File: config.mk
export PLATFORM = sky130hd
export DESIGN_NAME = dram_tge
export DESIGN_NICKNAME = d
export VERILOG_FILES = /design/src/logic/tge_pkg.sv /design/src/logic/burst_reader.sv /design/src/logic/dram_tge.sv /design/src/logic/packet_pacer.sv /design/src/logic/word_fifo.sv /design/src/logic/word_gearbox.sv
export VERILOG_INCLUDE_DIRS = /design/src /design/src/logic
export SDC_FILE = /design/constraint.sdc
export NUM_CORES = 2
export LEC_CHECK = 0
export ABC_AREA = 0
export BUFFER_PORTS_ARGS = -buffer_cell sky130_fd_sc_hd__buf_2
export CELL_PAD_IN_SITES_DETAIL_PLACEMENT = 1
export CELL_PAD_IN_SITES_GLOBAL_PLACEMENT = 1
export CORE_ASPECT_RATIO = 1.25
export CORE_MARGIN = 5
export CORE_UTILIZATION = 45
export DETAILED_ROUTE_END_ITERATION = 10
export HOLD_SLACK_MARGIN = 0.08
export PLACE_DENSITY_LB_ADDON = 0.1
export SLEW_MARGIN = 20
export SYNTH_ARGS = -nofsm -noshare
export SYNTH_HDL_FRONTEND = slang
export SYNTH_HIERARCHICAL = 1
export SYNTH_MEMORY_MAX_BITS = 65536
export SYNTH_SLANG_ARGS = --single-unit
File: constraint.sdc
create_clock -name clk -period 84.3 [get_ports clk]
set_input_delay 4.215 -clock clk [delete_from_list [all_inputs] [get_ports clk]]
set_output_delay 4.215 -clock clk [all_outputs]
set_load 0.01 [all_outputs]
File: src/logic/tge_config.svh
`ifndef TGE_CONFIG_SVH
`define TGE_CONFIG_SVH

// width of one DRAM word as returned by the memory
`define TGE_DRAM_W 288

// width of one word on the 10G transmit side
`define TGE_WORD_W 64

// counters and settings inputs
`define TGE_CNT_W 32

// entries in the DRAM return buffer, power of two
`define TGE_FIFO_DEPTH 16

// DRAM words read per run, must be even since words are repacked in pairs
`define TGE_MAX_ADDR 64

// fixed bubble length in cycles
// 0 selects a bubble of 64 times burst_size
`define TGE_BUBBLE 0

`endif

File: src/logic/tge_pkg.sv
`default_nettype none

package tge_pkg;

    // DRAM read scheduler
    typedef enum logic [1:0] {
        RD_IDLE,
        RD_BURST,
        RD_BUBBLE,
        RD_DONE
    } reader_state_t;

    // 288 to 64 bit repacking
    typedef enum logic [1:0] {
        GB_LOAD_LO,
        GB_LOAD_HI,
        GB_SEND
    } gearbox_state_t;

    // packet framing and gap timing
    typedef enum logic [1:0] {
        PC_SEND,
        PC_GAP,
        PC_DONE
    } pacer_state_t;

endpackage

`default_nettype wire

File: src/logic/burst_reader.sv
`timescale 1ns/1ps
`default_nettype none
`include "tge_config.svh"

module burst_reader (
    input  logic                  clk,
    input  logic                  rst,
    input  logic                  en,
    input  logic                  hold,
    input  logic [`TGE_CNT_W-1:0] burst_size,
    output logic                  dram_request,
    output logic [`TGE_CNT_W-1:0] dram_addr
);
    import tge_pkg::*;

    localparam logic [`TGE_CNT_W-1:0] bubble_fixed = `TGE_BUBBLE;

    reader_state_t         state;
    logic [`TGE_CNT_W-1:0] burst_len;
    logic [`TGE_CNT_W-1:0] bubble_len;
    logic [`TGE_CNT_W-1:0] burst_cnt;
    logic [`TGE_CNT_W-1:0] bubble_cnt;

    // burst_size counts groups of eight reads
    assign burst_len = burst_size << 3;

    // default bubble gives the 64 bit side time to drain the burst
    assign bubble_len = (bubble_fixed != '0) ? bubble_fixed : (burst_size << 6);

    // one read per cycle, paused by a packet gap or by en
    assign dram_request = (state == RD_BURST) && en && !hold;

    always_ff @(posedge clk) begin
        if (rst) begin
            state      <= RD_IDLE;
            dram_addr  <= '0;
            burst_cnt  <= '0;
            bubble_cnt <= '0;
        end else begin
            case (state)
                RD_IDLE: begin
                    burst_cnt  <= '0;
                    bubble_cnt <= '0;
                    if (en) begin
                        state <= RD_BURST;
                    end
                end
                RD_BURST: begin
                    if (dram_request) begin
                        dram_addr <= dram_addr + 1'b1;
                        burst_cnt <= burst_cnt + 1'b1;
                        if (dram_addr == `TGE_MAX_ADDR - 1) begin
                            state <= RD_DONE;
                        end else if (burst_cnt == burst_len - 1'b1) begin
                            burst_cnt  <= '0;
                            bubble_cnt <= '0;
                            state      <= RD_BUBBLE;
                        end
                    end
                end
                RD_BUBBLE: begin
                    if (bubble_cnt == bubble_len - 1'b1) begin
                        state <= RD_BURST;
                    end else begin
                        bubble_cnt <= bubble_cnt + 1'b1;
                    end
                end
                default: begin
                    // all addresses issued, wait for the next reset
                    state <= RD_DONE;
                end
            endcase
        end
    end

    a_addr_in_range: assert property (
        @(posedge clk) disable iff (rst)
        dram_request |-> (dram_addr < `TGE_MAX_ADDR)
    );

endmodule

`default_nettype wire

File: src/logic/dram_tge.sv
`timescale 1ns/1ps
`default_nettype none
`include "tge_config.svh"

module dram_tge (
    input  logic                   clk,
    input  logic                   rst,
    input  logic                   en,

    // run settings, stable while out of reset
    input  logic [`TGE_CNT_W-1:0]  burst_size,
    input  logic [`TGE_CNT_W-1:0]  pkt_size,
    input  logic [`TGE_CNT_W-1:0]  wait_pkt,

    // DRAM read side
    input  logic [`TGE_DRAM_W-1:0] dram_data,
    input  logic                   dram_valid,
    output logic                   dram_request,
    output logic [`TGE_CNT_W-1:0]  dram_addr,

    // 10G transmit side
    output logic [`TGE_WORD_W-1:0] tge_data,
    output logic                   tge_valid,
    output logic                   tge_eof,
    output logic                   finish
);

    logic                   fifo_empty;
    logic [`TGE_DRAM_W-1:0] fifo_rdata;
    logic                   fifo_pop;
    logic                   send_ok;
    logic                   hold;

    burst_reader u_reader (
        .clk          (clk),
        .rst          (rst),
        .en           (en),
        .hold         (hold),
        .burst_size   (burst_size),
        .dram_request (dram_request),
        .dram_addr    (dram_addr)
    );

    word_fifo u_fifo (
        .clk    (clk),
        .rst    (rst),
        .wdata  (dram_data),
        .wvalid (dram_valid),
        .pop    (fifo_pop),
        .rdata  (fifo_rdata),
        .empty  (fifo_empty)
    );

    word_gearbox u_gearbox (
        .clk        (clk),
        .rst        (rst),
        .fifo_empty (fifo_empty),
        .fifo_rdata (fifo_rdata),
        .send_ok    (send_ok),
        .fifo_pop   (fifo_pop),
        .tge_data   (tge_data),
        .tge_valid  (tge_valid)
    );

    // pacer watches the outgoing stream and throttles both ends
    packet_pacer u_pacer (
        .clk       (clk),
        .rst       (rst),
        .tge_valid (tge_valid),
        .pkt_size  (pkt_size),
        .wait_pkt  (wait_pkt),
        .send_ok   (send_ok),
        .hold      (hold),
        .tge_eof   (tge_eof),
        .finish    (finish)
    );

endmodule

`default_nettype wire

File: src/logic/packet_pacer.sv
`timescale 1ns/1ps
`default_nettype none
`include "tge_config.svh"

module packet_pacer (
    input  logic                  clk,
    input  logic                  rst,
    input  logic                  tge_valid,
    input  logic [`TGE_CNT_W-1:0] pkt_size,
    input  logic [`TGE_CNT_W-1:0] wait_pkt,
    output logic                  send_ok,
    output logic                  hold,
    output logic                  tge_eof,
    output logic                  finish
);
    import tge_pkg::*;

    // each pair of DRAM words becomes nine output words
    localparam logic [`TGE_CNT_W-1:0] total_words = `TGE_MAX_ADDR * 9 / 2;

    pacer_state_t          state;
    logic [`TGE_CNT_W-1:0] pkt_cnt;
    logic [`TGE_CNT_W-1:0] total_cnt;
    logic [`TGE_CNT_W-1:0] gap_cnt;
    logic                  pkt_end;
    logic                  last_word;

    assign pkt_end   = (pkt_cnt == pkt_size - 1'b1);
    assign last_word = (total_cnt == total_words - 1'b1);

    assign send_ok = (state == PC_SEND);
    assign hold    = (state == PC_GAP);
    assign finish  = (state == PC_DONE);

    // final word closes its packet even when short
    assign tge_eof = tge_valid && (pkt_end || last_word);

    always_ff @(posedge clk) begin
        if (rst) begin
            state     <= PC_SEND;
            pkt_cnt   <= '0;
            total_cnt <= '0;
            gap_cnt   <= '0;
        end else begin
            case (state)
                PC_SEND: begin
                    if (tge_valid) begin
                        total_cnt <= total_cnt + 1'b1;
                        if (last_word) begin
                            state <= PC_DONE;
                        end else if (pkt_end) begin
                            pkt_cnt <= '0;
                            gap_cnt <= '0;
                            // zero gap keeps streaming
                            if (wait_pkt != '0) begin
                                state <= PC_GAP;
                            end
                        end else begin
                            pkt_cnt <= pkt_cnt + 1'b1;
                        end
                    end
                end
                PC_GAP: begin
                    if (gap_cnt == wait_pkt - 1'b1) begin
                        state <= PC_SEND;
                    end else begin
                        gap_cnt <= gap_cnt + 1'b1;
                    end
                end
                default: begin
                    state <= PC_DONE;
                end
            endcase
        end
    end

    // once done, no word may leave the gearbox again
    a_finish_sticky: assert property (
        @(posedge clk) disable iff (rst)
        finish |=> finish && !tge_valid
    );

endmodule

`default_nettype wire

File: src/logic/word_fifo.sv
`timescale 1ns/1ps
`default_nettype none
`include "tge_config.svh"

module word_fifo (
    input  logic                   clk,
    input  logic                   rst,
    input  logic [`TGE_DRAM_W-1:0] wdata,
    input  logic                   wvalid,
    input  logic                   pop,
    output logic [`TGE_DRAM_W-1:0] rdata,
    output logic                   empty
);

    localparam int aw = $clog2(`TGE_FIFO_DEPTH);

    logic [`TGE_DRAM_W-1:0] mem [0:`TGE_FIFO_DEPTH-1];

    // one extra bit tells full from empty
    logic [aw:0] wr_ptr;
    logic [aw:0] rd_ptr;
    logic        full;

    assign empty = (wr_ptr == rd_ptr);
    assign full  = (wr_ptr[aw] != rd_ptr[aw]) && (wr_ptr[aw-1:0] == rd_ptr[aw-1:0]);

    // head word is always visible, no read latency
    assign rdata = mem[rd_ptr[aw-1:0]];

    always_ff @(posedge clk) begin
        if (wvalid && !full) begin
            mem[wr_ptr[aw-1:0]] <= wdata;
        end
    end

    always_ff @(posedge clk) begin
        if (rst) begin
            wr_ptr <= '0;
            rd_ptr <= '0;
        end else begin
            if (wvalid && !full) begin
                wr_ptr <= wr_ptr + 1'b1;
            end
            if (pop && !empty) begin
                rd_ptr <= rd_ptr + 1'b1;
            end
        end
    end

    // the reader bubble must keep the buffer from filling
    a_no_overflow: assert property (
        @(posedge clk) disable iff (rst)
        wvalid |-> !full
    );

    a_no_underflow: assert property (
        @(posedge clk) disable iff (rst)
        pop |-> !empty
    );

endmodule

`default_nettype wire

File: src/logic/word_gearbox.sv
`timescale 1ns/1ps
`default_nettype none
`include "tge_config.svh"

module word_gearbox (
    input  logic                   clk,
    input  logic                   rst,
    input  logic                   fifo_empty,
    input  logic [`TGE_DRAM_W-1:0] fifo_rdata,
    input  logic                   send_ok,
    output logic                   fifo_pop,
    output logic [`TGE_WORD_W-1:0] tge_data,
    output logic                   tge_valid
);
    import tge_pkg::*;

    localparam int pair_w = 2 * `TGE_DRAM_W;
    // nine output words per pair of DRAM words
    localparam logic [3:0] last_idx = 4'(pair_w / `TGE_WORD_W - 1);

    gearbox_state_t    state;
    logic [pair_w-1:0] pack;
    logic [3:0]        word_idx;

    // take the head word whenever a half is waiting to be filled
    assign fifo_pop = (state != GB_SEND) && !fifo_empty;

    // combinational so the pacer sees the word and flags eof in the same cycle
    assign tge_valid = (state == GB_SEND) && send_ok;
    assign tge_data  = pack[`TGE_WORD_W-1:0];

    // payload shift register
    always_ff @(posedge clk) begin
        if (fifo_pop && (state == GB_LOAD_LO)) begin
            pack[`TGE_DRAM_W-1:0] <= fifo_rdata;
        end else if (fifo_pop && (state == GB_LOAD_HI)) begin
            pack[pair_w-1:`TGE_DRAM_W] <= fifo_rdata;
        end else if (tge_valid) begin
            // lowest word goes out first
            pack <= pack >> `TGE_WORD_W;
        end
    end

    always_ff @(posedge clk) begin
        if (rst) begin
            state    <= GB_LOAD_LO;
            word_idx <= '0;
        end else begin
            case (state)
                GB_LOAD_LO: begin
                    if (fifo_pop) begin
                        state <= GB_LOAD_HI;
                    end
                end
                GB_LOAD_HI: begin
                    if (fifo_pop) begin
                        word_idx <= '0;
                        state    <= GB_SEND;
                    end
                end
                GB_SEND: begin
                    if (tge_valid) begin
                        if (word_idx == last_idx) begin
                            state <= GB_LOAD_LO;
                        end else begin
                            word_idx <= word_idx + 1'b1;
                        end
                    end
                end
                default: begin
                    state <= GB_LOAD_LO;
                end
            endcase
        end
    end

    // a popped head word must already have been written
    a_pop_data_known: assert property (
        @(posedge clk) disable iff (rst)
        fifo_pop |-> !$isunknown(fifo_rdata)
    );

endmodule

`default_nettype wire

After elaboration in Yosys (flattened, before gate mapping) --
Memory sizes are Yosys's and may differ from the RTL's. A register that Yosys moved wholly into a read port is not among the register bits. Cells that the tools add are included.
Cells by class: equality and inequality tests 37, $add $sub $neg 13, reductions and logical operators 36, mux-type cells 44, bitwise gates (word level) 2
Operators with widths (count):
- two-way mux 288 bit | 3
- two-way mux 576 bit | 1
- two-way mux 32 bit | 12
- adder 32 x 1 -> 32 bit, second input constant | 6
- equality test 32 bit | 4
- one-hot mux 32 bit (2 select lines) | 2
- subtractor 32 x 1 -> 32 bit, second input constant | 4
- one-hot mux 32 bit (3 select lines) | 1
- equality test 32 x 6 -> 1 bit, second input constant | 1
- equality test 32 x 9 -> 1 bit, second input constant | 1
- nonzero test 32 bit | 1
- two-way mux 2 bit | 14
- inequality test 2 bit, second input constant | 12
- two-way mux 4 bit | 5
- AND reduction 4 bit | 4
- inequality test 2 x 1 -> 1 bit, second input constant | 6
- one-hot mux 2 bit (3 select lines) | 2
- adder 5 x 1 -> 5 bit, second input constant | 2
- logical AND 1 bit | 10
- AND reduction 2 bit | 5
- AND reduction 5 bit | 2
- nonzero test 2 bit | 5
- one-hot mux 4 bit (2 select lines) | 1
- equality test 2 x 1 -> 1 bit, second input constant | 3
- 16 further kinds | 25
Storage, ports and cells: logic and storage cells 147, flip-flop bits (word level) 788, memories 1, RAM bits 4608, output and inout port bits 100
Memory list:
- u_fifo.mem | depth 16, bits a word 288, rd ports 1, clocked after memory_dff 1, write ports 1, RTL line word_fifo.sv:17 | logic [`TGE_DRAM_W-1:0] mem [0:`TGE_FIFO_DEPTH-1];

Depth between registers and ports, before layout --
depth in word-level cells 6, gate-level depth with buffers 15

Hierarchy --
The synthesis kept the hierarchy.
By module, submodules not included:
- word_fifo | area each 173714.1 sq um, cells each 6736, times used 1, seq. area each 138653.0 sq um
- word_gearbox | area each 25595.8 sq um, cells each 1793, times used 1, seq. area each 17416.7 sq um
- burst_reader | area each 7118.1 sq um, cells each 915, times used 1, seq. area each 1961.9 sq um
- packet_pacer | area each 6760.2 sq um, cells each 874, times used 1, seq. area each 1961.9 sq um

Worst setup path before layout --
Ideal clock, no wire load.
path type in2reg, start input port dram_valid, end memory u_fifo/mem[2][0] (netlist name), enable pin, data arrival time 31.581 ns, data required time 82.662 ns, buffers on the path 1, slack 51.080 ns, setup time 1.638 ns, stages 3, cells stage by stage clkbuf_1 > nand2_1 > nor4_1
On the way: cells in the longest elaborated chain, start to end 3
Ends and longest elaborated chain:
- start, declared | RTL line dram_tge.sv:17 | input logic dram_valid,
- logical AND 1 bit | RTL line word_fifo.sv:31 | if (wvalid && !full) begin
- two-way mux 1 bit | RTL line word_fifo.sv:31
- two-way mux 1 bit (implied by the code) | RTL line word_fifo.sv:32 | mem[wr_ptr[aw-1:0]] <= wdata;
- end, declared | RTL line word_fifo.sv:17
No other way between the ends.

Worst setup path after layout --
start input port pkt_size[6], end output port tge_eof
On the way: cells in the longest elaborated chain, start to end 4
Ends and longest elaborated chain:
- start, declared | RTL line dram_tge.sv:12 | input logic [`TGE_CNT_W-1:0] pkt_size,
- subtractor 32 x 1 -> 32 bit | RTL line packet_pacer.sv:28 | assign pkt_end = (pkt_cnt == pkt_size - 1'b1);
- equality test 32 bit | RTL line packet_pacer.sv:28
- logical OR 1 bit | RTL line packet_pacer.sv:36 | assign tge_eof = tge_valid && (pkt_end || last_word);
- logical AND 1 bit | RTL line packet_pacer.sv:36
- end, declared | RTL line dram_tge.sv:24 | output logic tge_eof,
No other way between the ends.

==> metrics.yaml <==
clocking:
  holdBufCountCts: 0
  cts_setup_buffers: 0
  clock_latency_ns: 1.06
  path_clk_slew_ns: 0.06
  htreeDepth: 6
  cts_resized: 0
  cts.sinks: 5400
  clockBufferDepth: 4
  cts_tree: "yes"
  cts_root_buffer: "clkbuf_16"
  cts_made_buffers: 551
setup_path:
  cp_common_cell: "nor3_1"
  critPathBufInv: 2
  cp_slowest_stage_delay_ns: 0.80
  crit_start: "pkt_size[6]"
  end_kind: "output pin"
  rrSetupSlack_ns: 77.49
  worst-path-stages: 10
  cp-start-kind: "primary input"
  reg2reg_depth: 8
  path_class: "primary input to output pin"
  cp-endpoint: "tge_eof"
  cp.required_ns: 80.09
  r2r_end: "u_gearbox/pack[153]$_DFFE_PP_"
  crit_family: "simple AND/OR/NAND/NOR gates"
  arrival_ns: 7.56
  critical_path.cell_chain: "buf_2 -> nor3_1 -> nand4_1 -> nor3_1 -> mux2_2 -> nor3_1 -> nand4_1 -> nor4b_1 -> o21a_1 -> buf_2"
  crit_slowest_cell: "nor3_1"
  path_max_fanout: 9
synth:
  synth-edff-count: 5184
  ys_warn_count: 6
  syn_inst: 10318
  syn-num-nets: 10722
  yosysTopAreaCell: "edfxtp_1"
  synth.distinct_cells: 92
  synth.area.top_cells: "edfxtp_1, mux4_2, dfxtp_1, nand2_1, mux2_4"
  synth_top_area_share: 0.730
  syn_area_um2: 213000
  avgSynthCellArea_um2: 20.7
  ys_ff_latch: 5400
  ys_async_sr_fraction: 0
  seq_area_frac_synth: 0.750
  synth_flop_cell: "edfxtp_1"
global_route:
  first_global_vias: 111269
  grt_max_degree: 137
  grt-ovfl-total: 0
  antenna_found_initial: 192
  grt_use_total: 0.245
  grt_pass1_wl_mm: 854
routing:
  postRouteAntennaNets: 0
  dr.pass1.iters: 5
  post-route-drc-count: 0
  wl_per_cell_um: 34.1
  routed_wl_mm: 602
  via_per_inst: 6.01
  drt_iter0_drc: 9481
  vias: 106192
finish:
  design_area_um2: 240000
  drive_gt1_frac: 0.278
  fin_util: 0.507
  num-nets-final: 11362
  areaGrowthSynthToFinish_pct: 12.4
floorplanning:
  core-area_um2: 472000
  die_x_um: 626
  rows: 282
  die-area_um2: 488000
  ios: 488
  die_h_um: 780
  initial_core_util: 0.452
min_path:
  hold_path.class: "flip-flop to flip-flop"
timing:
  tns_ns: 0
  rsz0062_at_grt: "false"
  hold_violations: 0
  clock_skew_ns: 0.0451
  setup_violations: 0
  timing.final.crit_share: 0.140
  fmax_ghz: 0.0849
  drv_slew: 0
  worst_pin_slew_ns: 1.15
  maxSlewHeadroom: 0.235
  period_minus_slack_ns: 11.78
pwr:
  power.internal_uw: 5110
  swShare: 0.268
  seqPwrFrac: 0.467
  switchingPower_uw: 1870
  irDropWorstVdd_uv: 29.3
  pwr_density_cell_nw_per_um2: 29.1
  p_clk_frac: 0.337
  leakage_uw: 0.0747
  combPwrFrac: 0.196
run:
  drv_cap: 0
placed_design:
  io_buffer_count: 484
  dpl_cell_area_um2: 222000
  gp_congestion: 0.845
  hpwl_mm: 356
outcome:
  status: "completed"
## cell type report
cell class              instances  area, µm²
repair buffers                697       4310
flip-flops and latches       5400     160000
inverters                      51        191
clock buffers                 706      14700
multi-input cells            4257      50000
fillers                     41885     233000
diodes                         47        118
clock inverters               273       2380
well taps                    6248       7820
## synthesized netlist by cell type, drive strengths merged (4+ instances only)
cell	instances
nand2	813
mux2i	85
buf	328
nor4b	7
o21a	4
nand4b	6
o311ai	6
and2	74
or4b	4
edfxtp	5184
nor3	60
and3	39
and4	17
ha	16
o2111ai	9
nor4	63
or4	73
o31ai	51
nand4	66
o211ai	9
a31oi	12
nand3	93
xor2	129
nor3b	13
nor2b	96
clkbuf	282
o21ai	53
nand3b	17
nand2b	15
a211o	4
nor4bb	5
dfxtp	216
or2	6
xnor2	125
or3	63
a2111oi	8
a21o	4
mux2	297
inv	51
a21oi	192
mux4	1363
a211oi	84
nor2	219
## per-layer routing
layer | up-vias | GRT usage | wire length [µm] | share of wire
met5 | - | 0 | 482 | 0.00080
met4 | 68 | 0.0605 | 16000 | 0.027
met3 | 936 | 0.0349 | 32900 | 0.055
met2 | 3244 | 0.412 | 301000 | 0.50
met1 | 58326 | 0.340 | 252000 | 0.42
li1 | 43618 | - | - | -
## registers in the layout, summed over array words and instances (netlist names), 4 cells and up, named ones only
name and count:
u_fifo/mem 4608, u_fifo/rd_ptr 5, u_fifo/wr_ptr 5, u_gearbox/pack 576, u_gearbox/word_idx 4, u_pacer/gap_cnt 32, u_pacer/pkt_cnt 32, u_pacer/total_cnt 32
u_reader/bubble_cnt 32, u_reader/burst_cnt 32, u_reader/dram_addr 32
## per-stage QoR
stage | total power, µW | hold WS [ns] | setup WS, ns | instances
4_1_cts | 7070 | 0.490 | 72.50 | 17631
6_report | 6980 | 0.488 | 72.52 | 17679
3_5_place_dp | 4710 | 0.480 | 72.52 | 16652
2_1_floorplan | 4300 | 0.457 | 51.08 | 10318
3_3_place_gp | 4690 | 0.465 | 72.48 | 16650
5_1_grt | 7250 | 0.520 | 72.31 | 17656
## logic make-up (layout without fill, tap and decap cells)
kind of cell / count (synthesis) / after routing / share of synthesized area
compound gates: 481 / 481 / 0.0150
buf+inv: 661 / 1727 / 0.0156
other cells: 0 / 47 / 0
mux: 1745 / 1745 / 0.167
fa+ha+maj: 16 / 16 / 0.000939
simple gates: 1758 / 1758 / 0.0401
xor+xnor: 257 / 257 / 0.0108
flops: 5400 / 5400 / 0.750
## placed cells by master (no fill, tap or decap), types with 129 or more instances in the layout
master,Yosys,layout
buf_4,72,191
edfxtp_1,5184,5184
dfxtp_1,216,212
nor2_1,219,210
mux2_4,200,200
nand2_1,813,811
a21oi_1,169,166
mux4_2,1363,1363
xor2_1,129,129
clkbuf_1,281,139
clkbuf_16,0,565
buf_2,201,483
## tightest hold or removal path, stage by stage (launching register included)
cell and delay (ns):
dfxtp_1 0.32, o21ai_0 0.07, a21oi_1 0.06
## power by group through the flow
stage	Sequential (µW)	Clock, µW	Combinational, µW
4_1_cts	3260	2410	1400
2_1_floorplan	3330	0	968
6_report	3260	2350	1370
3_5_place_dp	3310	0	1400
3_3_place_gp	3310	0	1380
5_1_grt	3260	2530	1460
## worst min path at each step
stage / from / end / slack, ns / cells after the start
3_5_place_dp: u_pacer/total_cnt[31]$_SDFFE_PP0P_ / u_pacer/total_cnt[31]$_SDFFE_PP0P_ / 0.48 / 2
4_1_cts: u_pacer/total_cnt[31]$_SDFFE_PP0P_ / u_pacer/total_cnt[31]$_SDFFE_PP0P_ / 0.49 / 2
2_1_floorplan: u_reader/bubble_cnt[5]$_SDFFE_PP0P_ / u_reader/bubble_cnt[5]$_SDFFE_PP0P_ / 0.46 / 2
3_3_place_gp: u_reader/bubble_cnt[5]$_SDFFE_PP0P_ / u_reader/bubble_cnt[5]$_SDFFE_PP0P_ / 0.46 / 2
6_report: u_pacer/total_cnt[31]$_SDFFE_PP0P_ / u_pacer/total_cnt[31]$_SDFFE_PP0P_ / 0.49 / 2
5_1_grt: u_reader/bubble_cnt[5]$_SDFFE_PP0P_ / u_reader/bubble_cnt[5]$_SDFFE_PP0P_ / 0.52 / 2
Power figures use the tool's default switching activity.
